[config.mk]
export PLATFORM = sky130hd
export DESIGN_NAME = amo_shim
export DESIGN_NICKNAME = d
export VERILOG_FILES = /design/src/common/tcdm_pkg.sv /design/src/common/amo_pkg.sv /design/src/logic/amo_shim.sv
export SDC_FILE = /design/constraint.sdc
export NUM_CORES = 1
export LEC_CHECK = 0
export ABC_AREA = 1
export BUFFER_PORTS_ARGS = -buffer_cell sky130_fd_sc_hd__buf_2
export CAP_MARGIN = 20
export CORE_UTILIZATION = 59
export DETAILED_ROUTE_END_ITERATION = 8
export PLACE_DENSITY = 0.88
export SLEW_MARGIN = 5
export SYNTH_ARGS = -nofsm -noshare
export SYNTH_HDL_FRONTEND = slang
export SYNTH_SLANG_ARGS = --single-unit
export TNS_END_PERCENT = 10
[constraint.sdc]
create_clock -name clk_i -period 5.4 [get_ports clk_i]
set_input_delay 1.08 -clock clk_i [delete_from_list [all_inputs] [get_ports clk_i]]
set_output_delay 1.08 -clock clk_i [all_outputs]
set_load 0.05 [all_outputs]
[src/common/tcdm_pkg.sv]
package tcdm_pkg;

  // ******************************************************************
  // bus widths seen by every master
  // ******************************************************************
  localparam int unsigned DataWidth    = 32;
  localparam int unsigned AddrWidth    = 32;
  localparam int unsigned BeWidth      = DataWidth / 8;
  // byte select bits below the word address
  localparam int unsigned ByteOffWidth = 2;

  // ******************************************************************
  // atomic operation field
  // ******************************************************************
  localparam int unsigned AtopWidth = 6;

  // masters drive the raw code, the bank side decodes the split view
  typedef union packed {
    logic [AtopWidth-1:0] raw;
    struct packed {
      // set for any atomic, clear for a plain load or store
      logic       is_amo;
      // riscv funct5 of the amo instruction
      logic [4:0] func;
    } amo;
  } atop_t;

endpackage

[src/common/amo_pkg.sv]
package amo_pkg;

  // ******************************************************************
  // riscv funct5 codes carried in the atop field
  // ******************************************************************
  localparam logic [4:0] AmoAdd  = 5'b00000;
  localparam logic [4:0] AmoSwap = 5'b00001;
  localparam logic [4:0] AmoLr   = 5'b00010;
  localparam logic [4:0] AmoSc   = 5'b00011;
  localparam logic [4:0] AmoXor  = 5'b00100;
  localparam logic [4:0] AmoOr   = 5'b01000;
  localparam logic [4:0] AmoAnd  = 5'b01100;
  localparam logic [4:0] AmoMin  = 5'b10000;
  localparam logic [4:0] AmoMax  = 5'b10100;
  localparam logic [4:0] AmoMinu = 5'b11000;
  localparam logic [4:0] AmoMaxu = 5'b11100;

  // ******************************************************************
  // internal operation of the per-bank shim
  // ******************************************************************
  localparam int unsigned AmoOpWidth = 4;

  // none means a plain access, no write-back phase
  localparam logic [AmoOpWidth-1:0] AmoOpNone = 4'h0;
  localparam logic [AmoOpWidth-1:0] AmoOpSwap = 4'h1;
  localparam logic [AmoOpWidth-1:0] AmoOpAdd  = 4'h2;
  localparam logic [AmoOpWidth-1:0] AmoOpAnd  = 4'h3;
  localparam logic [AmoOpWidth-1:0] AmoOpOr   = 4'h4;
  localparam logic [AmoOpWidth-1:0] AmoOpXor  = 4'h5;
  localparam logic [AmoOpWidth-1:0] AmoOpMax  = 4'h6;
  localparam logic [AmoOpWidth-1:0] AmoOpMaxu = 4'h7;
  localparam logic [AmoOpWidth-1:0] AmoOpMin  = 4'h8;
  localparam logic [AmoOpWidth-1:0] AmoOpMinu = 4'h9;

endpackage

[src/logic/amo_shim.sv]
`timescale 1ns/1ps

module amo_shim #(
  parameter int unsigned RowWidth = 8
) (
  input  logic                           clk_i,
  input  logic                           rst_ni,
  // from the crossbar
  input  logic                           req_i,
  input  logic                           we_i,
  input  logic [RowWidth-1:0]            row_i,
  input  logic [tcdm_pkg::DataWidth-1:0] wdata_i,
  input  logic [tcdm_pkg::BeWidth-1:0]   be_i,
  input  tcdm_pkg::atop_t                atop_i,
  output logic                           ready_o,
  output logic [tcdm_pkg::DataWidth-1:0] rdata_o,
  // to the memory bank
  output logic                           mem_req_o,
  output logic                           mem_we_o,
  output logic [RowWidth-1:0]            mem_row_o,
  output logic [tcdm_pkg::DataWidth-1:0] mem_wdata_o,
  output logic [tcdm_pkg::BeWidth-1:0]   mem_be_o,
  input  logic [tcdm_pkg::DataWidth-1:0] mem_rdata_i
);

  logic [amo_pkg::AmoOpWidth-1:0] amo_op;
  logic [amo_pkg::AmoOpWidth-1:0] op_q;
  logic [tcdm_pkg::DataWidth-1:0] operand_q;
  logic [RowWidth-1:0]            row_q;
  logic [tcdm_pkg::DataWidth-1:0] amo_result;
  logic                           amo_start;
  logic                           wr_phase_q;

  // ******************************************************************
  // atop decode
  // ******************************************************************
  always_comb begin
    amo_op = amo_pkg::AmoOpNone;
    if (atop_i.amo.is_amo) begin
      case (atop_i.amo.func)
        amo_pkg::AmoAdd:  amo_op = amo_pkg::AmoOpAdd;
        amo_pkg::AmoSwap: amo_op = amo_pkg::AmoOpSwap;
        amo_pkg::AmoXor:  amo_op = amo_pkg::AmoOpXor;
        amo_pkg::AmoOr:   amo_op = amo_pkg::AmoOpOr;
        amo_pkg::AmoAnd:  amo_op = amo_pkg::AmoOpAnd;
        amo_pkg::AmoMin:  amo_op = amo_pkg::AmoOpMin;
        amo_pkg::AmoMax:  amo_op = amo_pkg::AmoOpMax;
        amo_pkg::AmoMinu: amo_op = amo_pkg::AmoOpMinu;
        amo_pkg::AmoMaxu: amo_op = amo_pkg::AmoOpMaxu;
        // no reservation station here, LR and SC just read
        amo_pkg::AmoLr,
        amo_pkg::AmoSc:   amo_op = amo_pkg::AmoOpNone;
        default:          amo_op = amo_pkg::AmoOpNone;
      endcase
    end
  end

  assign amo_start = req_i && !wr_phase_q && (amo_op != amo_pkg::AmoOpNone);

  // ******************************************************************
  // read-modify-write sequencing
  // ******************************************************************
  always_ff @(posedge clk_i or negedge rst_ni) begin
    if (!rst_ni) begin
      wr_phase_q <= 1'b0;
    end else begin
      wr_phase_q <= amo_start;
    end
  end

  always_ff @(posedge clk_i) begin
    if (amo_start) begin
      op_q      <= amo_op;
      operand_q <= wdata_i;
      row_q     <= row_i;
    end
  end

  // old value arrives from the bank in the write phase
  always_comb begin
    case (op_q)
      amo_pkg::AmoOpSwap: amo_result = operand_q;
      amo_pkg::AmoOpAdd:  amo_result = mem_rdata_i + operand_q;
      amo_pkg::AmoOpAnd:  amo_result = mem_rdata_i & operand_q;
      amo_pkg::AmoOpOr:   amo_result = mem_rdata_i | operand_q;
      amo_pkg::AmoOpXor:  amo_result = mem_rdata_i ^ operand_q;
      amo_pkg::AmoOpMax: begin
        amo_result = ($signed(mem_rdata_i) > $signed(operand_q)) ? mem_rdata_i : operand_q;
      end
      amo_pkg::AmoOpMin: begin
        amo_result = ($signed(mem_rdata_i) < $signed(operand_q)) ? mem_rdata_i : operand_q;
      end
      amo_pkg::AmoOpMaxu: amo_result = (mem_rdata_i > operand_q) ? mem_rdata_i : operand_q;
      amo_pkg::AmoOpMinu: amo_result = (mem_rdata_i < operand_q) ? mem_rdata_i : operand_q;
      default:            amo_result = mem_rdata_i;
    endcase
  end

  // ******************************************************************
  // memory port
  // ******************************************************************
  always_comb begin
    if (wr_phase_q) begin
      mem_req_o   = 1'b1;
      mem_we_o    = 1'b1;
      mem_row_o   = row_q;
      mem_wdata_o = amo_result;
      mem_be_o    = '1;
    end else begin
      mem_req_o   = req_i;
      // every atomic code reads first, whatever we_i says
      mem_we_o    = we_i && !atop_i.amo.is_amo;
      mem_row_o   = row_i;
      mem_wdata_o = wdata_i;
      mem_be_o    = be_i;
    end
  end

  // bank is busy while the write-back goes out
  assign ready_o = !wr_phase_q;
  assign rdata_o = mem_rdata_i;

endmodule

After elaboration in Yosys (flattened, before gate mapping)
Memories as Yosys holds them, arrays and structs flattened.
Index checks and enable logic that the tools add are counted.
W data, S select, Z words.
- muxes and demuxes: 11
- bitwise gates (word level): 3
- eq/ne operators: 9
- $lt $le $gt $ge: 4
- reductions and logical operators: 6
- $add $sub $neg: 1
- operators by type and width (operator ; number):
    $pmux W32 S9 ; 1
    $mux W32 ; 5
    $gt A32 B32 Y1 ; 2
    $lt A32 B32 Y1 ; 2
    $add A32 B32 Y32 ; 1
    $and A32 B32 Y32 ; 1
    $or A32 B32 Y32 ; 1
    $xor A32 B32 Y32 ; 1
    $eq A4 B3 Y1 const B ; 4
    $eq A4 B2 Y1 const B ; 2
    $eq A4 B4 Y1 const B ; 2
    $mux W4 ; 2
    $mux W8 ; 1
    $eq A4 B1 Y1 const B ; 1
    $reduce_bool A4 Y1 ; 1
    $logic_and A1 B1 Y1 ; 3
    $logic_not A1 Y1 ; 2
    $mux W1 ; 2
- word-level logic and storage cells: 39
- bits in read-only memories: 128
- bits of input ports: 86
- output and inout port bits: 79
- memories kept: 1
- bits in registers: 45
- memories (name ; depth ; width ; rd ports ; clocked after Yosys merged registers in ; wr ports ; line ; source):
    (name not given) ; 32 ; 4 ; 1 ; 0 ; 0 ; amo_shim.sv:40 ; case (atop_i.amo.func)

Longest topological paths before layout
- depth after elaboration: 4
- mapped depth: 22
- gate-level depth less buffers: 21

Worst setup path after synthesis
No wires, ideal clock.
- kind: in2reg
- from: input atop_i[1] (netlist bit)
- to: register op_q[0] (netlist bit) (enable)
- data required time: 4.898 ns
- path buffers: 0
- stages on the path: 7
- slack: 0.076 ns
- library setup time: 0.502 ns
- arrival time: 4.822 ns
- path through: nor2_1 > inv_1 > nor2_1 > a21oi_1 > a311oi_1 > nor4_1 > nor3_1
- word-level cells in the longest chain between the ends: 4
- RTL lines (what ; line ; source):
    start, declared ; amo_shim.sv:14 ; input tcdm_pkg::atop_t atop_i,
    $mem_v2 Z32 W4 ; -- ;
    $mux W4 ; amo_shim.sv:39 ; if (atop_i.amo.is_amo) begin
    via amo_op (one bit) ; amo_shim.sv:26 ; logic [amo_pkg::AmoOpWidth-1:0] amo_op;
    $reduce_bool A4 Y1 ; amo_shim.sv:58 ; assign amo_start = req_i && !wr_phase_q && (amo_op != amo_pkg::AmoOpNone);
    $logic_and A1 B1 Y1 ; amo_shim.sv:58 ;
    via amo_start ; amo_shim.sv:31 ; logic amo_start;
    end signal, assigned ; amo_shim.sv:73 ; op_q <= amo_op;
    end, declared ; amo_shim.sv:27 ; logic [amo_pkg::AmoOpWidth-1:0] op_q;
The timed path passes the listed nets, and every way through them passes these cells.
A chain may end at the register's enable or synchronous reset.

Worst setup path after layout
- from: input mem_rdata_i[27] (netlist bit)
- to: output mem_wdata_o[10] (netlist bit)
- word-level cells in the longest chain between the ends: 4
- elaborated cells between the ends (all ways): 10
- those cells by class: order compare: 4; mux: 6
- RTL lines (what ; line ; source):
    start, declared ; amo_shim.sv:23 ; input logic [tcdm_pkg::DataWidth-1:0] mem_rdata_i
    $lt A32 B32 Y1, or another cell as far along ; amo_shim.sv:94 ; amo_pkg::AmoOpMinu: amo_result = (mem_rdata_i < operand_q) ? mem_rdata_i : operand_q;
    $mux W32 (on tied branches) ; -- ;
    $pmux W32 S9 (*) ; amo_shim.sv:81 ; case (op_q)
    $mux W32 (*) ; amo_shim.sv:103 ; if (wr_phase_q) begin
    end, declared ; amo_shim.sv:21 ; output logic [tcdm_pkg::DataWidth-1:0] mem_wdata_o,
Mark *: on every way between the ends. The rest lies on a longest branch, timed or not.

==> results_dict.tcl <==
set metrics [dict create \
    die_w_um 126 \
    coreArea_um2 14800 \
    p_sw_share_pct 51.5 \
    place_hpwl_um 27400 \
    postCtsHoldBufs 0 \
    first_pass_iters 9 \
    multi_input_area_um2 6530 \
    dominantRegCellSynth "edfxtp_1" \
    r2r_slack_ps 3700 \
    finalCritPeriodShare_pct 99.1 \
    clkPwrFrac_pct 19.5 \
    fillers 1381 \
    grt_pass1_wl_um 55400 \
    synthTopCellsByArea "nand2_1 (19%), edfxtp_1 (15%), nand3_1 (14%)" \
    drc 1 \
    htree_levels 2 \
    outcome "finished with violations" \
    portBuffers 164 \
    p_per_area_nw_per_um2 192 \
    worstSetupEndpointType "primary output" \
    fin_tns_setup_ps 0 \
    drive_gt1_share_pct 15.5 \
    setup_viol_count_final 0 \
    layout_setup_ws_ps 51.1 \
    drt-wirelength-per-cell_um 19.4 \
    postLayoutCoreUtil_pct 69.2 \
    synth.top_cell.area_share_pct 19.4 \
    cts.sinks 45 \
    root_buffer "clkbuf_16" \
    start_util_pct 61.2 \
    die_h_um 126 \
    synth_seq_cells 45 \
    fin_skew_ps 13.7 \
    p_leak_nw 5.35 \
    layout.nets 1874 \
    min_path_type "primary input to asynchronous set/reset pin" \
    async_reset_ff_share_pct 2.22 \
    synth_edf_count 44 \
    yosysTopAreaCell "nand2_1" \
    synth.cell_area_um2 9030 \
    vias 11700 \
    io_pins 165 \
    syn2layout_area_growth_pct 13.1 \
    grt_max_degree 56 \
    final_common_cell "nand2_1" \
    track_usage_pct 45.0 \
    dr.max_layer_used "met4" \
    final_cell_mix "nand2_1 (466), nand3_1 (258), inv_1 (165)" \
    min_period_ps 5350 \
    synth_seq_area_share_pct 14.9 \
    avgSynthCellArea_um2 5.76 \
    maxCapViolCount 0 \
    cts_max_path_buffers 2 \
    wl_met2_um 14400 \
    ir_drop_mv 0.227 \
    rsz0062_at_grt "false" \
    wl_um 36400 \
    critPathRequiredTime_ps 4320 \
    regArea_um2 1350 \
    p_sw_mw 1.01 \
    p_comb_share_pct 58.3 \
    grt_overflow_total 0 \
    syn_inst 1568 \
    dp_slack_ps 181 \
    syn_nets 1751 \
    synth_warnings 0 \
    wl_met1_um 14700 \
    arrival_ps 4270 \
    power_mw 1.96 \
    clk_pin_slew_ps 70 \
    hold_viol 0 \
    tightestPinTransition_ps 1030 \
    startpoint_type "primary input" \
    dieArea_um2 15800 \
    drt_iter0_drc 2005 \
    drv_slew 0 \
    diodes 0 \
    path_max_fanout 15 \
    cts_buffers 5 \
    cts_tree "built" \
    violations "design-rule violations" \
    power_frac_seq_pct 22.1 \
    path_class "primary input to primary output" \
    drtAntennaViolNets 0 \
    wl_met3_um 6400 \
    p_int_uw 951 \
    place_congestion 1.07 \
    via_per_inst 6.25 \
    slew_headroom_pct 31.3 \
    grt_pass1_vias 10200 \
    rows 44 \
    clock_latency_ps 310 \
    postCtsSetupBuffers 0 \
    yosysUniqueCellTypes 41 \
    antenna_found_initial 0 \
    max_freq_ghz 0.187 \
]
[cells in the mapped netlist, types with 7 or more instances]
cell / instances
nand2_1: 466
nand3_1: 261
inv_1: 165
nor2_1: 134
ha_1: 96
a21oi_1: 89
o21ai_0: 55
clkbuf_1: 48
edfxtp_1: 44
buf_4: 34
buf_2: 23
a221oi_1: 19
o22ai_1: 17
nor3_1: 15
o21ai_1: 12
o21bai_1: 11
o211ai_1: 9
nor4_1: 8
nand4_1: 7
or2_2: 7
[kinds of logic (layout without fill, tap and decap cells)]
| logic type | after synthesis | in the layout | share of synthesized area, % |
|---|---|---|---|
| buffers and inverters | 280 | 404 | 13.4 |
| AO/OA/AOI/OAI | 235 | 235 | 15.3 |
| XOR/XNOR | 3 | 3 | 0.291 |
| adder cells (fa/ha/maj) | 97 | 97 | 13.5 |
| flip-flops | 45 | 45 | 14.9 |
| AND/OR/NAND/NOR | 908 | 908 | 42.5 |
[through the flow]
stage	hold WS (ps)	std cells	area (um2)
finish	538	1876	10200
global route	539	1876	10200
CTS	537	1876	10200
detailed placement	856	1868	10000
global placement	856	1868	10000
floorplan	784	1568	9030
[critical path, stage by stage]
cell,delay [ps]
buf_2,150
inv_1,100
ha_1,330
nor2_1,170
nand3_1,160
nor2_2,200
and3_1,300
nand2_2,120
nand2_2,170
nand2_1,190
nand2_2,200
buf_4,270
nand2_1,80
nand3_1,70
nand3_1,90
o21ai_1,270
nand2_1,100
buf_2,230
[timing repair]
action                                  4_1_cts  5_1_grt
endpoints found under the setup margin        0       32
gates resized for setup                       0        9
endpoints found under the hold margin         0        0
[per-layer routing]
| metal | GRT usage [%] | vias to the layer above |
|---|---|---|
| li1 | - | 5414 |
| met1 | 65.4 | 5144 |
| met2 | 64.1 | 1052 |
| met3 | 14.4 | 114 |
| met4 | 9.90 | 0 |
| met5 | 0 | - |
[power groups by stage]
stage	Combinational (mW)	Sequential [mW]	Clock (mW)
after floorplan	0.782	0.431	0
after global placement	1.08	0.440	0
after detailed placement	1.09	0.440	0
after CTS	1.10	0.432	0.379
after global routing	1.22	0.436	0.389
final	1.14	0.434	0.382
[worst paths after layout]
check / start / endpoint / cells past startpoint
max in group asynchronous: rst_ni / wr_phase_q / 1
min in group clk_i: wdata_i[7] / operand_q[7] / 1
worst max-delay path: mem_rdata_i[27] / mem_wdata_o[10] / 18
worst max register to register: wr_phase_q / operand_q[12] / 2
worst min-delay path: rst_ni / wr_phase_q / 1
worst min register to register: wr_phase_q / wr_phase_q / 2
[registers in the layout, summed over array words and instances, names as in the netlist]
signal	count
wr_phase_q	1
op_q	4
row_q	8
operand_q	32
[cell type report]
class,count,share of cell area (%)
sequential,45,13.2
tap,184,2.26
multi-input combinational,1243,64.0
clock buffer,5,1.23
timing repair buffer,225,12.6
clock inverter,3,0.429
inverter,171,6.29
No activity file was read; power rests on OpenSTA's default activity.
