File: config.mk
export PLATFORM = sky130hd
export DESIGN_NAME = tcdm_xbar
export DESIGN_NICKNAME = d
export VERILOG_FILES = /design/src/common/tcdm_pkg.sv /design/src/interconnect/bank_arbiter.sv /design/src/interconnect/tcdm_xbar.sv
export SDC_FILE = /design/constraint.sdc
export NUM_CORES = 1
export LEC_CHECK = 0
export BUFFER_PORTS_ARGS = -buffer_cell sky130_fd_sc_hd__buf_2
export CORE_AREA = 3 3 300 302
export DETAILED_ROUTE_END_ITERATION = 12
export DIE_AREA = 0 0 303 305
export HOLD_SLACK_MARGIN = 0.15
export MAX_ROUTING_LAYER = met4
export PLACE_DENSITY = 0.44
export SLEW_MARGIN = 15
export SYNTH_ARGS = -nofsm -noshare
export SYNTH_HDL_FRONTEND = slang
export SYNTH_SLANG_ARGS = --single-unit
export TNS_END_PERCENT = 100
File: constraint.sdc
create_clock -name clk_i -period 5.05 [get_ports clk_i]
set_input_delay 0.2525 -clock clk_i [delete_from_list [all_inputs] [get_ports clk_i]]
set_output_delay 0.2525 -clock clk_i [all_outputs]
set_load 0.02 [all_outputs]
File: src/common/tcdm_pkg.sv
package tcdm_pkg;

  // ******************************************************************
  // bus widths seen by every master
  // ******************************************************************
  localparam int unsigned DataWidth    = 32;
  localparam int unsigned AddrWidth    = 32;
  localparam int unsigned BeWidth      = DataWidth / 8;
  // byte select bits below the word address
  localparam int unsigned ByteOffWidth = 2;

  // ******************************************************************
  // atomic operation field
  // ******************************************************************
  localparam int unsigned AtopWidth = 6;

  // masters drive the raw code, the bank side decodes the split view
  typedef union packed {
    logic [AtopWidth-1:0] raw;
    struct packed {
      // set for any atomic, clear for a plain load or store
      logic       is_amo;
      // riscv funct5 of the amo instruction
      logic [4:0] func;
    } amo;
  } atop_t;

endpackage

File: src/interconnect/bank_arbiter.sv
`timescale 1ns/1ps

module bank_arbiter #(
  parameter int unsigned NumMasters = 4
) (
  input  logic                  clk_i,
  input  logic                  rst_ni,
  input  logic [NumMasters-1:0] req_i,
  input  logic                  ready_i,
  output logic [NumMasters-1:0] gnt_o
);

  localparam int unsigned PtrWidth = (NumMasters > 1) ? $clog2(NumMasters) : 1;

  logic [PtrWidth-1:0] ptr_q;
  logic [PtrWidth-1:0] ptr_next;
  logic [PtrWidth-1:0] winner;

  // search starts at the pointer and wraps around
  always_comb begin
    int unsigned idx;
    logic        found;
    gnt_o  = '0;
    winner = ptr_q;
    found  = 1'b0;
    for (int unsigned i = 0; i < NumMasters; i++) begin
      idx = (ptr_q + i) % NumMasters;
      if (req_i[idx] && !found) begin
        found  = 1'b1;
        winner = PtrWidth'(idx);
      end
    end
    // a busy shim blocks every grant on this bank
    if (found && ready_i) begin
      gnt_o[winner] = 1'b1;
    end
  end

  assign ptr_next = (winner == PtrWidth'(NumMasters - 1)) ? '0 : winner + 1'b1;

  // last winner gets lowest priority next time
  always_ff @(posedge clk_i or negedge rst_ni) begin
    if (!rst_ni) begin
      ptr_q <= '0;
    end else if (|gnt_o) begin
      ptr_q <= ptr_next;
    end
  end

endmodule

File: src/interconnect/tcdm_xbar.sv
`timescale 1ns/1ps

module tcdm_xbar #(
  parameter int unsigned NumMasters = 4,
  parameter int unsigned NumBanks   = 4,
  parameter int unsigned RowWidth   = 8
) (
  input  logic                                              clk_i,
  input  logic                                              rst_ni,
  // master side
  input  logic [NumMasters-1:0]                             req_i,
  input  logic [NumMasters-1:0]                             we_i,
  input  logic [NumMasters-1:0][tcdm_pkg::AddrWidth-1:0]    addr_i,
  input  logic [NumMasters-1:0][tcdm_pkg::DataWidth-1:0]    wdata_i,
  input  logic [NumMasters-1:0][tcdm_pkg::BeWidth-1:0]      be_i,
  input  tcdm_pkg::atop_t [NumMasters-1:0]                  atop_i,
  output logic [NumMasters-1:0]                             gnt_o,
  output logic [NumMasters-1:0]                             r_valid_o,
  output logic [NumMasters-1:0][tcdm_pkg::DataWidth-1:0]    r_rdata_o,
  // bank side, toward the atomic shims
  output logic [NumBanks-1:0]                               bank_req_o,
  output logic [NumBanks-1:0]                               bank_we_o,
  output logic [NumBanks-1:0][RowWidth-1:0]                 bank_row_o,
  output logic [NumBanks-1:0][tcdm_pkg::DataWidth-1:0]      bank_wdata_o,
  output logic [NumBanks-1:0][tcdm_pkg::BeWidth-1:0]        bank_be_o,
  output tcdm_pkg::atop_t [NumBanks-1:0]                    bank_atop_o,
  input  logic [NumBanks-1:0]                               bank_ready_i,
  input  logic [NumBanks-1:0][tcdm_pkg::DataWidth-1:0]      bank_rdata_i
);

  localparam int unsigned BankSelWidth = $clog2(NumBanks);

  logic [NumMasters-1:0][BankSelWidth-1:0] master_bank;
  logic [NumMasters-1:0][RowWidth-1:0]     master_row;
  logic [NumBanks-1:0][NumMasters-1:0]     bank_reqs;
  logic [NumBanks-1:0][NumMasters-1:0]     bank_gnt;
  logic [NumMasters-1:0]                   resp_valid_q;
  logic [NumMasters-1:0][BankSelWidth-1:0] resp_bank_q;

  // ******************************************************************
  // address decode, word interleaved over the banks
  // ******************************************************************
  always_comb begin
    for (int m = 0; m < NumMasters; m++) begin
      master_bank[m] = addr_i[m][tcdm_pkg::ByteOffWidth +: BankSelWidth];
      master_row[m]  = addr_i[m][tcdm_pkg::ByteOffWidth + BankSelWidth +: RowWidth];
    end
  end

  always_comb begin
    for (int b = 0; b < NumBanks; b++) begin
      for (int m = 0; m < NumMasters; m++) begin
        bank_reqs[b][m] = req_i[m] && (master_bank[m] == BankSelWidth'(b));
      end
    end
  end

  for (genvar b = 0; b < NumBanks; b++) begin : gen_arb
    bank_arbiter #(
      .NumMasters ( NumMasters )
    ) i_bank_arbiter (
      .clk_i,
      .rst_ni,
      .req_i   ( bank_reqs[b]    ),
      .ready_i ( bank_ready_i[b] ),
      .gnt_o   ( bank_gnt[b]     )
    );
  end

  // a master targets one bank, so at most one arbiter grants it
  always_comb begin
    gnt_o = '0;
    for (int b = 0; b < NumBanks; b++) begin
      gnt_o = gnt_o | bank_gnt[b];
    end
  end

  // ******************************************************************
  // forward the winning master's fields to each bank
  // ******************************************************************
  always_comb begin
    bank_req_o   = '0;
    bank_we_o    = '0;
    bank_row_o   = '0;
    bank_wdata_o = '0;
    bank_be_o    = '0;
    bank_atop_o  = '0;
    for (int b = 0; b < NumBanks; b++) begin
      for (int m = 0; m < NumMasters; m++) begin
        if (bank_gnt[b][m]) begin
          bank_req_o[b]   = 1'b1;
          bank_we_o[b]    = we_i[m];
          bank_row_o[b]   = master_row[m];
          bank_wdata_o[b] = wdata_i[m];
          bank_be_o[b]    = be_i[m];
          bank_atop_o[b]  = atop_i[m];
        end
      end
    end
  end

  // ******************************************************************
  // response path, fixed latency of one cycle
  // ******************************************************************
  always_ff @(posedge clk_i or negedge rst_ni) begin
    if (!rst_ni) begin
      resp_valid_q <= '0;
    end else begin
      resp_valid_q <= gnt_o;
    end
  end

  // remember which bank will answer
  always_ff @(posedge clk_i) begin
    for (int m = 0; m < NumMasters; m++) begin
      if (gnt_o[m]) begin
        resp_bank_q[m] <= master_bank[m];
      end
    end
  end

  assign r_valid_o = resp_valid_q;

  always_comb begin
    for (int m = 0; m < NumMasters; m++) begin
      r_rdata_o[m] = bank_rdata_i[resp_bank_q[m]];
    end
  end

endmodule

Word-level counts from Yosys, hierarchy flattened
Cells that the tools add are included.
Operators by class
  div/mod/pow operators: 0
  $lt $le $gt $ge: 28
  shifts and indexed selects: 0
  multiplexer cells: 180
  equal/unequal tests: 16
  reductions and logical operators: 56
  bitwise logic cells: 3
  multipliers: 0
  add/sub/neg operators: 16
Operator list (number)
  two-way mux 32 bit: 20
  binary-select mux 32 bit (select 2 bit): 4
  two-way mux 8 bit: 16
  two-way mux 6 bit: 16
  two-way mux 4 bit: 20
  less-than comparator 2 x 3 -> 1 bit (second input constant): 24
  two-way mux 1 bit: 68
  logical AND 1 bit: 36
  binary-select mux 1 bit (select 2 bit): 16
  two-way mux 2 bit: 16
  equality test 2 bit (second input constant): 12
  adder 2 x 1 -> 2 bit (second input constant): 8
  adder 2 bit (second input constant): 8
  OR reduction 4 bit: 4
  zero test 1 bit: 12
  bitwise OR 4 bit: 3
  demux 1 bit (select 2 bit): 4
  equality test 2 x 1 -> 1 bit (second input constant): 4
  >= comparator 2 x 1 -> 1 bit (second input constant): 4
  zero test 2 bit: 4
Storage, ports and cells
  output and inout bits: 344
  bits in latches: 0
  flip-flop bits (word level): 20
  memory bits (writable): 0
  memories kept: 0
  ROM bits: 0
  input port bits: 438
  logic and storage cells: 308

Depth between registers and ports, before layout
Gate-level depths: netlist (run 1).
  depth after elaboration: 23
  gate-level depth with buffers: 13

Hierarchy
Synthesis (run 1) repeated with hierarchy kept, for this count alone.
Unflattened totals
  cell total of the unflattened synthesis: 1126
  area, all modules: 10657.7 um^2
Modules (own cells, without submodules)
  tcdm_xbar: area an instance 9531.6 um^2, times used 1, cells an instance 1002, seq. area each 340.3 um^2
  bank_arbiter: area an instance 281.5 um^2, times used 4, cells an instance 31, seq. area each 50.0 um^2

Least setup slack after synthesis (run 1)
OpenSTA, ideal clock, no wires.
  kind: input to output
  start: input req_i[2]
  end: output bank_atop_o[0] in the netlist's numbering
  path buffers: 4
  path slack: 1874 ps
  stages: 12
  data required time: 4798 ps
  arrival: 2924 ps
  path through: clkbuf_1 > nor3b_2 > a221oi_1 > o21ai_0 > inv_1 > ha_1 > clkbuf_1 > nor2b_1 > clkbuf_1 > clkbuf_1 > nand2_1 > a221oi_1
RTL lines
  from (decl): line tcdm_xbar.sv:11  | input logic [NumMasters-1:0] req_i,
  to (decl): line tcdm_xbar.sv:26  | output tcdm_pkg::atop_t [NumBanks-1:0] bank_atop_o,

==> results.py, run 1 <==
metrics = {
    "place": {
        "dp.cells": 3344,
        "dp.final_hpwl_microns": 68600,
        "portBuffers": 693,
        "place.gp.congestion": 0.906,
    },
    "clock_tree": {
        "clkTransAtPathRegs_ns": 0.06,
        "cts_resized": 0,
        "clk_latency_ns": 0.26,
        "cts_tree": "done",
        "h-tree-depth": 1,
        "clockBufferDepth": 2,
        "ctsRootBufferMaster": "clkbuf_16",
        "cts_sinks": 20,
        "cts_made_buffers": 3,
    },
    "synthesis": {
        "synth_cells": 1652,
        "syn_area_per_cell_sq_um": 7.29,
        "synth_top_family_by_area": "compound AO/OA/AOI/OAI gates",
        "async_flop_share_pct": 60.0,
        "yosysWarnings": 0,
        "netlist_area_sq_um": 12100,
        "synth_xor_area_share_pct": 0,
        "synthAdderAreaFrac_pct": 1.66,
        "yosysSeqAreaShare_pct": 4.49,
        "synthSimpleGateAreaFrac_pct": 20.6,
        "ys.flop_type": "dfrtp_1",
        "synth_edf_count": 8,
        "synth_compound_area_share_pct": 41.1,
        "ys_types": 48,
        "synth-seq-cells": 20,
        "synthMuxAreaShare_pct": 24.7,
        "synthesis.nets": 2106,
    },
    "die": {
        "dieHeight_microns": 305,
        "num_rows": 109,
        "dieWidth_microns": 303,
        "io_pins": 782,
        "coreArea_sq_um": 88000,
        "die_area_sq_um": 92400,
        "start_util_pct": 13.7,
    },
    "setup_path": {
        "critPathMaxStageDelay_ns": 0.94,
        "cpMaxStageDelayCell": "a221oi_1",
        "criticalPathCategory": "input pin to primary output",
        "path_common_cell": "buf_2",
        "critical-path-top-delay-family": "compound AO/OA/AOI/OAI gates",
        "path_cells": "buf_2 -> nor3b_1 -> nor3_1 -> o31ai_1 -> ha_4 -> inv_2 -> nand2_4 -> o22ai_1 -> a221oi_1 -> buf_2",
        "path_depth": 10,
        "cp_max_fo": 25,
        "r2r_cells": 9,
        "start_kind": "input pin",
        "crit_required_ns": 4.80,
        "end_kind": "primary output",
        "critPathArrivalTime_ns": 4.27,
        "crit_buf_inv": 3,
    },
    "cells_and_area": {
        "areaGrowthSynthToFinish_pct": 41.1,
        "layout_commonest_cell": "buf_2",
        "layout_common_cells": "693 x buf_2, 249 x o21ai_0, 193 x nand2_1, 143 x a21oi_1, 128 x mux4_2",
        "nets": 2639,
        "final_cells": 3364,
        "drive_gt1_share_pct": 41.8,
    },
    "timing": {
        "setup_viol": 0,
        "finalMaxSlewViolations": 0,
        "grt_setup_unrepaired": "false",
        "max_freq_ghz": 0.221,
        "tns_ns": 0,
        "period_share_pct": 89.5,
        "finalHoldViolCount": 0,
        "worst_slew_pin_slew_ns": 1.07,
        "fin_crit_ns": 4.52,
        "maxSlewHeadroom_pct": 28.5,
        "clock-skew-final_ns": 0.00340,
    },
    "detailed_routing": {
        "ant_nets": 0,
        "vias": 17739,
        "wl_per_cell_microns": 28.3,
        "firstDrtPassIters": 6,
        "vias_per_cell": 5.27,
        "drt-initial-drc-count": 1914,
        "drcViolationCount": 0,
        "wirelength_microns": 95100,
    },
    "global_routing": {
        "first_global_vias": 16806,
        "grt_max_degree": 67,
        "grt_usage_pct": 19.8,
        "overflow": 0,
        "grt_pass1_wl_microns": 131000,
        "antenna_found_initial": 20,
    },
    "pwr": {
        "power_density_nw_per_um2": 503,
        "peakVddDrop_mv": 0.297,
        "p_leak_uw": 0.00676,
    },
    "worst_hold_path": {
        "min_path_type": "input pin to flip-flop",
        "whs_path_depth": 1,
    },
    "flow_run": {
        "drv_cap": 0,
    },
    "run_status": {
        "status": "finished clean",
    },
}
==> path summary, 6_finish.rpt <==
path	start	slack, ns	endpoint
worst max-delay path	addr_i[99]	0.53	bank_row_o[5]
worst min-delay path	addr_i[98]	0.29	resp_bank_q[6]$_DFFE_PP_
worst max register to register	gen_arb[0].i_bank_arbiter.ptr_q[0]$_DFFE_PN0P_	1.63	gen_arb[0].i_bank_arbiter.ptr_q[0]$_DFFE_PN0P_
worst min register to register	gen_arb[1].i_bank_arbiter.ptr_q[0]$_DFFE_PN0P_	0.56	gen_arb[1].i_bank_arbiter.ptr_q[0]$_DFFE_PN0P_
max in group asynchronous	rst_ni	4.36	r_valid_o[1]$_DFF_PN0_
min in group asynchronous	rst_ni	0.45	r_valid_o[3]$_DFF_PN0_
==> kinds of logic (layout without fill, tap and decap cells) <==
family,Yosys count,after routing
and+or+nand+nor,497,497
adders and majority gates,16,16
DFF,20,20
AOI/OAI and AO/OA,750,750
other,0,15
buffers and inverters,233,765
muxes,136,136
==> layer usage <==
metal | track usage [%] | wire [microns]
met1 | 23.4 | 35800
met2 | 33.2 | 46800
met3 | 3.53 | 8410
met4 | 7.76 | 4110
met5 | - | 0
==> layout make-up <==
class	count	area, sq um
diodes	15	37.5
inverters	11	41.3
clock buffers	3	75.1
repair buffers	750	3990
well taps	1165	1460
flip-flops and latches	20	541
multi-input cells	1399	10800
fillers	9970	71000
clock inverters	1	30.0
==> flip-flops by register name, summed over array words and instances (netlist names) <==
name / count
gen_arb.i_bank_arbiter.ptr_q: 8
r_valid_o: 4
resp_bank_q: 8
==> what timing repair did <==
item,CTS,global route
endpoints found under the hold margin,12,0
hold buffers,1,0
buffers inserted,0,0
==> power breakdown <==
part / total, uW / internal (uW) / switching (uW)
Sequential: 285 / 235 / 50.6
Combinational: 8030 / 2730 / 5310
Clock: 223 / 157 / 65.6
Total: 8540 / 3120 / 5430
==> metrics by stage <==
step	instance area, sq um	util (%)	hold slack [ns]	total power (uW)	setup slack [ns]
2_1_floorplan	12100	-	-0.0431	5120	1.87
3_3_place_gp	16800	19.1	0.165	8270	0.600
3_5_place_dp	16800	19.1	0.166	8280	0.584
4_1_cts	17000	19.3	0.289	8530	0.583
5_1_grt	17000	19.3	0.305	9130	0.331
6_report	17000	19.3	0.291	8540	0.529
==> cell usage after synthesis (4+ instances only) <==
master,n,share of area [%]
o21ai_0,249,10
nand2_1,194,6.0
clkbuf_1,169,5.3
a21oi_1,143,5.9
mux4_2,128,24
a22oi_1,112,7.0
nor2b_1,107,5.6
nor2_1,105,3.3
a221oi_1,103,7.5
nand3b_1,56,3.5
a32o_1,51,4.2
o22ai_1,51,2.6
buf_1,29,0.90
buf_2,24,1.0
ha_1,16,1.7
a221o_1,15,1.2
dfrtp_1,12,2.5
inv_1,10,0.31
and3b_1,8,0.58
edfxtp_1,8,2.0
o221ai_1,6,0.44
o41a_1,5,0.47
and3_1,4,0.21
mux2_1,4,0.37
mux2_2,4,0.37
(Power assumes the default switching activity.)
==> run 2, diff against run 1 <==
Settings changed: CORE_AREA 3 3 300 302 to 4 4 301 303, DIE_AREA 0 0 303 305 to 0 0 305 307, GPL_ROUTABILITY_DRIVEN set to 1.
==> results.py, run 2 (same netlist as run 1, synthesis figures left out) <==
metrics = {
    "clock_tree": {
        "cts_resized": 0,
        "hold_buffers": 1,
        "post_cts_buffers": 0,
        "clkTransAtPathRegs_ns": 0.06,
        "clk_latency_ns": 0.26,
        "cts_made_buffers": 3,
        "ctsRootBufferMaster": "clkbuf_16",
        "clockBufferDepth": 2,
        "cts_sinks": 20,
        "cts_tree": "done",
        "h-tree-depth": 1,
    },
    "timing": {
        "fin_crit_ns": 4.03,
        "grt_setup_unrepaired": "false",
        "tns_ns": 0,
        "worst_hold_slack_ns": 0.269,
        "worst_slew_pin_slew_ns": 0.926,
        "max_freq_ghz": 0.248,
        "period_share_pct": 79.8,
        "finalHoldViolCount": 0,
        "finalMaxSlewViolations": 0,
        "clock-skew-final_ns": 0.00998,
        "setup_slack_ns": 1.02,
        "maxSlewHeadroom_pct": 38.3,
        "setup_viol": 0,
    },
    "detailed_routing": {
        "ant_nets": 0,
        "wirelength_microns": 91600,
        "firstDrtPassIters": 6,
        "drcViolationCount": 0,
        "drt-initial-drc-count": 1886,
        "vias_per_cell": 5.21,
        "wl_per_cell_microns": 27.2,
        "vias": 17528,
    },
    "die": {
        "start_util_pct": 13.7,
        "dieWidth_microns": 305,
        "num_rows": 109,
        "dieHeight_microns": 307,
        "io_pins": 782,
        "coreArea_sq_um": 88000,
        "die_area_sq_um": 93600,
    },
    "setup_path": {
        "reg2reg_from": "gen_arb[1].i_bank_arbiter.ptr_q[0]$_DFFE_PN0P_",
        "end_kind": "primary output",
        "path_common_cell": "o221ai_1",
        "r2r_slack_ns": 1.77,
        "crit_buf_inv": 3,
        "cp_max_fo": 59,
        "r2r_cells": 7,
        "start_kind": "flip-flop",
        "criticalPathCategory": "flip-flop to primary output",
        "crit_required_ns": 4.80,
        "r2r_end": "resp_bank_q[1]$_DFFE_PP_",
        "critPathArrivalTime_ns": 3.78,
        "path_cells": "and4b_1 -> o221ai_1 -> o221ai_1 -> inv_1 -> ha_4 -> buf_4 -> a221o_1 -> a22oi_1 -> nor2_1 -> buf_2",
        "cpMaxStageDelayCell": "buf_4",
        "critPathMaxStageDelay_ns": 0.63,
        "critical-path-top-delay-family": "buffers and inverters",
    },
    "pwr": {
        "pwr-share-comb_pct": 94.4,
        "power_density_nw_per_um2": 495,
        "power_uw": 8400,
        "switching_power_uw": 5330,
        "peakVddDrop_mv": 0.226,
        "swShare_pct": 63.4,
        "p_clk_share_pct": 2.2,
        "p_seq_share_pct": 3.4,
        "p_int_uw": 3070,
        "p_leak_uw": 0.00677,
    },
    "worst_hold_path": {
        "worst_hold_path.endpoint": "resp_bank_q[0]$_DFFE_PP_",
        "min_path_type": "input pin to flip-flop",
        "whs_path_depth": 1,
        "worstHoldStart": "addr_i[2]",
    },
    "global_routing": {
        "grt_max_degree": 67,
        "grt_usage_pct": 18.7,
        "overflow": 0,
        "antenna_found_initial": 15,
        "grt_pass1_wl_microns": 129000,
        "first_global_vias": 16603,
    },
    "cells_and_area": {
        "post-route-util_pct": 19.3,
        "layout_common_cells": "693 x buf_2, 249 x o21ai_0, 193 x nand2_1, 143 x a21oi_1, 128 x mux4_2",
        "nets": 2643,
        "areaGrowthSynthToFinish_pct": 40.9,
        "layout_commonest_cell": "buf_2",
        "fillerInstances": 10088,
        "drive_gt1_share_pct": 42.0,
    },
    "place": {
        "dp.final_hpwl_microns": 69100,
        "preCtsSetupSlack_ns": 1.16,
        "portBuffers": 693,
        "place.gp.congestion": 0.860,
    },
    "run_status": {
        "status": "finished clean",
    },
    "flow_run": {
        "drv_cap": 0,
    },
}
==> run 2: changes by cell type in the layout (fill, tap and decap cells not counted), sizes merged <==
cell,delta
buf,+4
bufinv,-1
clkbuf,+1
diode,-3
==> run 2: worst max path at each step <==
| stage | start | end | slack (ns) | depth (start not counted) |
|---|---|---|---|---|
| 2_1_floorplan | req_i[2] | bank_atop_o[0] | 1.87 | 12 |
| 3_3_place_gp | addr_i[2] | bank_row_o[31] | 1.16 | 12 |
| 3_5_place_dp | req_i[3] | bank_wdata_o[1] | 1.16 | 12 |
| 4_1_cts | gen_arb[3].i_bank_arbiter.ptr_q[1]$_DFFE_PN0P_ | bank_row_o[31] | 0.99 | 10 |
| 5_1_grt | gen_arb[3].i_bank_arbiter.ptr_q[1]$_DFFE_PN0P_ | bank_row_o[31] | 0.71 | 10 |
| 6_report | gen_arb[3].i_bank_arbiter.ptr_q[1]$_DFFE_PN0P_ | bank_row_o[31] | 1.02 | 10 |
==> run 2: layer usage <==
layer | part of all wire (%) | wire, microns | GRT usage, %
met1 | 39 | 35700 | 22.5
met2 | 49 | 44500 | 31.9
met3 | 8.0 | 7290 | 3.06
met4 | 4.5 | 4170 | 6.27
met5 | 0 | 0 | -
==> run 2: worst reg2reg max path: stages, from the launching register on <==
cell	delay [ns]
dfrtp_1	0.41
nor4bb_1	0.43
a21oi_1	0.08
o221ai_1	0.49
ha_2	0.34
buf_4	0.70
a22oi_1	0.21
nand2_1	0.28
==> run 2: power groups by stage <==
| stage | clock network [uW] | logic [uW] | registers, uW |
|---|---|---|---|
| after CTS | 191 | 7920 | 289 |
| after detailed placement | 0 | 7890 | 292 |
| after global routing | 196 | 8500 | 297 |
| after floorplan | 0 | 4830 | 293 |
| after global placement | 0 | 7890 | 291 |
| final | 184 | 7930 | 289 |
==> run 2: layout make-up <==
cell class                      instances  area (sq um)  share of cell area (%)
Antenna cell                           12          30.0                   0.177
Clock buffer                            4          88.8                   0.523
Inverter                               11          41.3                   0.243
Multi-Input combinational cell       1399         10800                    63.6
Sequential cell                        20           541                    3.18
Tap cell                             1165          1460                    8.59
Timing Repair Buffer                  754          4020                    23.7
==> run 2: through the flow <==
step | instance area (sq um) | cells
after floorplan | 12100 | 1652
after global placement | 16800 | 3348
after detailed placement | 16800 | 3348
after CTS | 16900 | 3353
after global routing | 17000 | 3364
final | 17000 | 3365
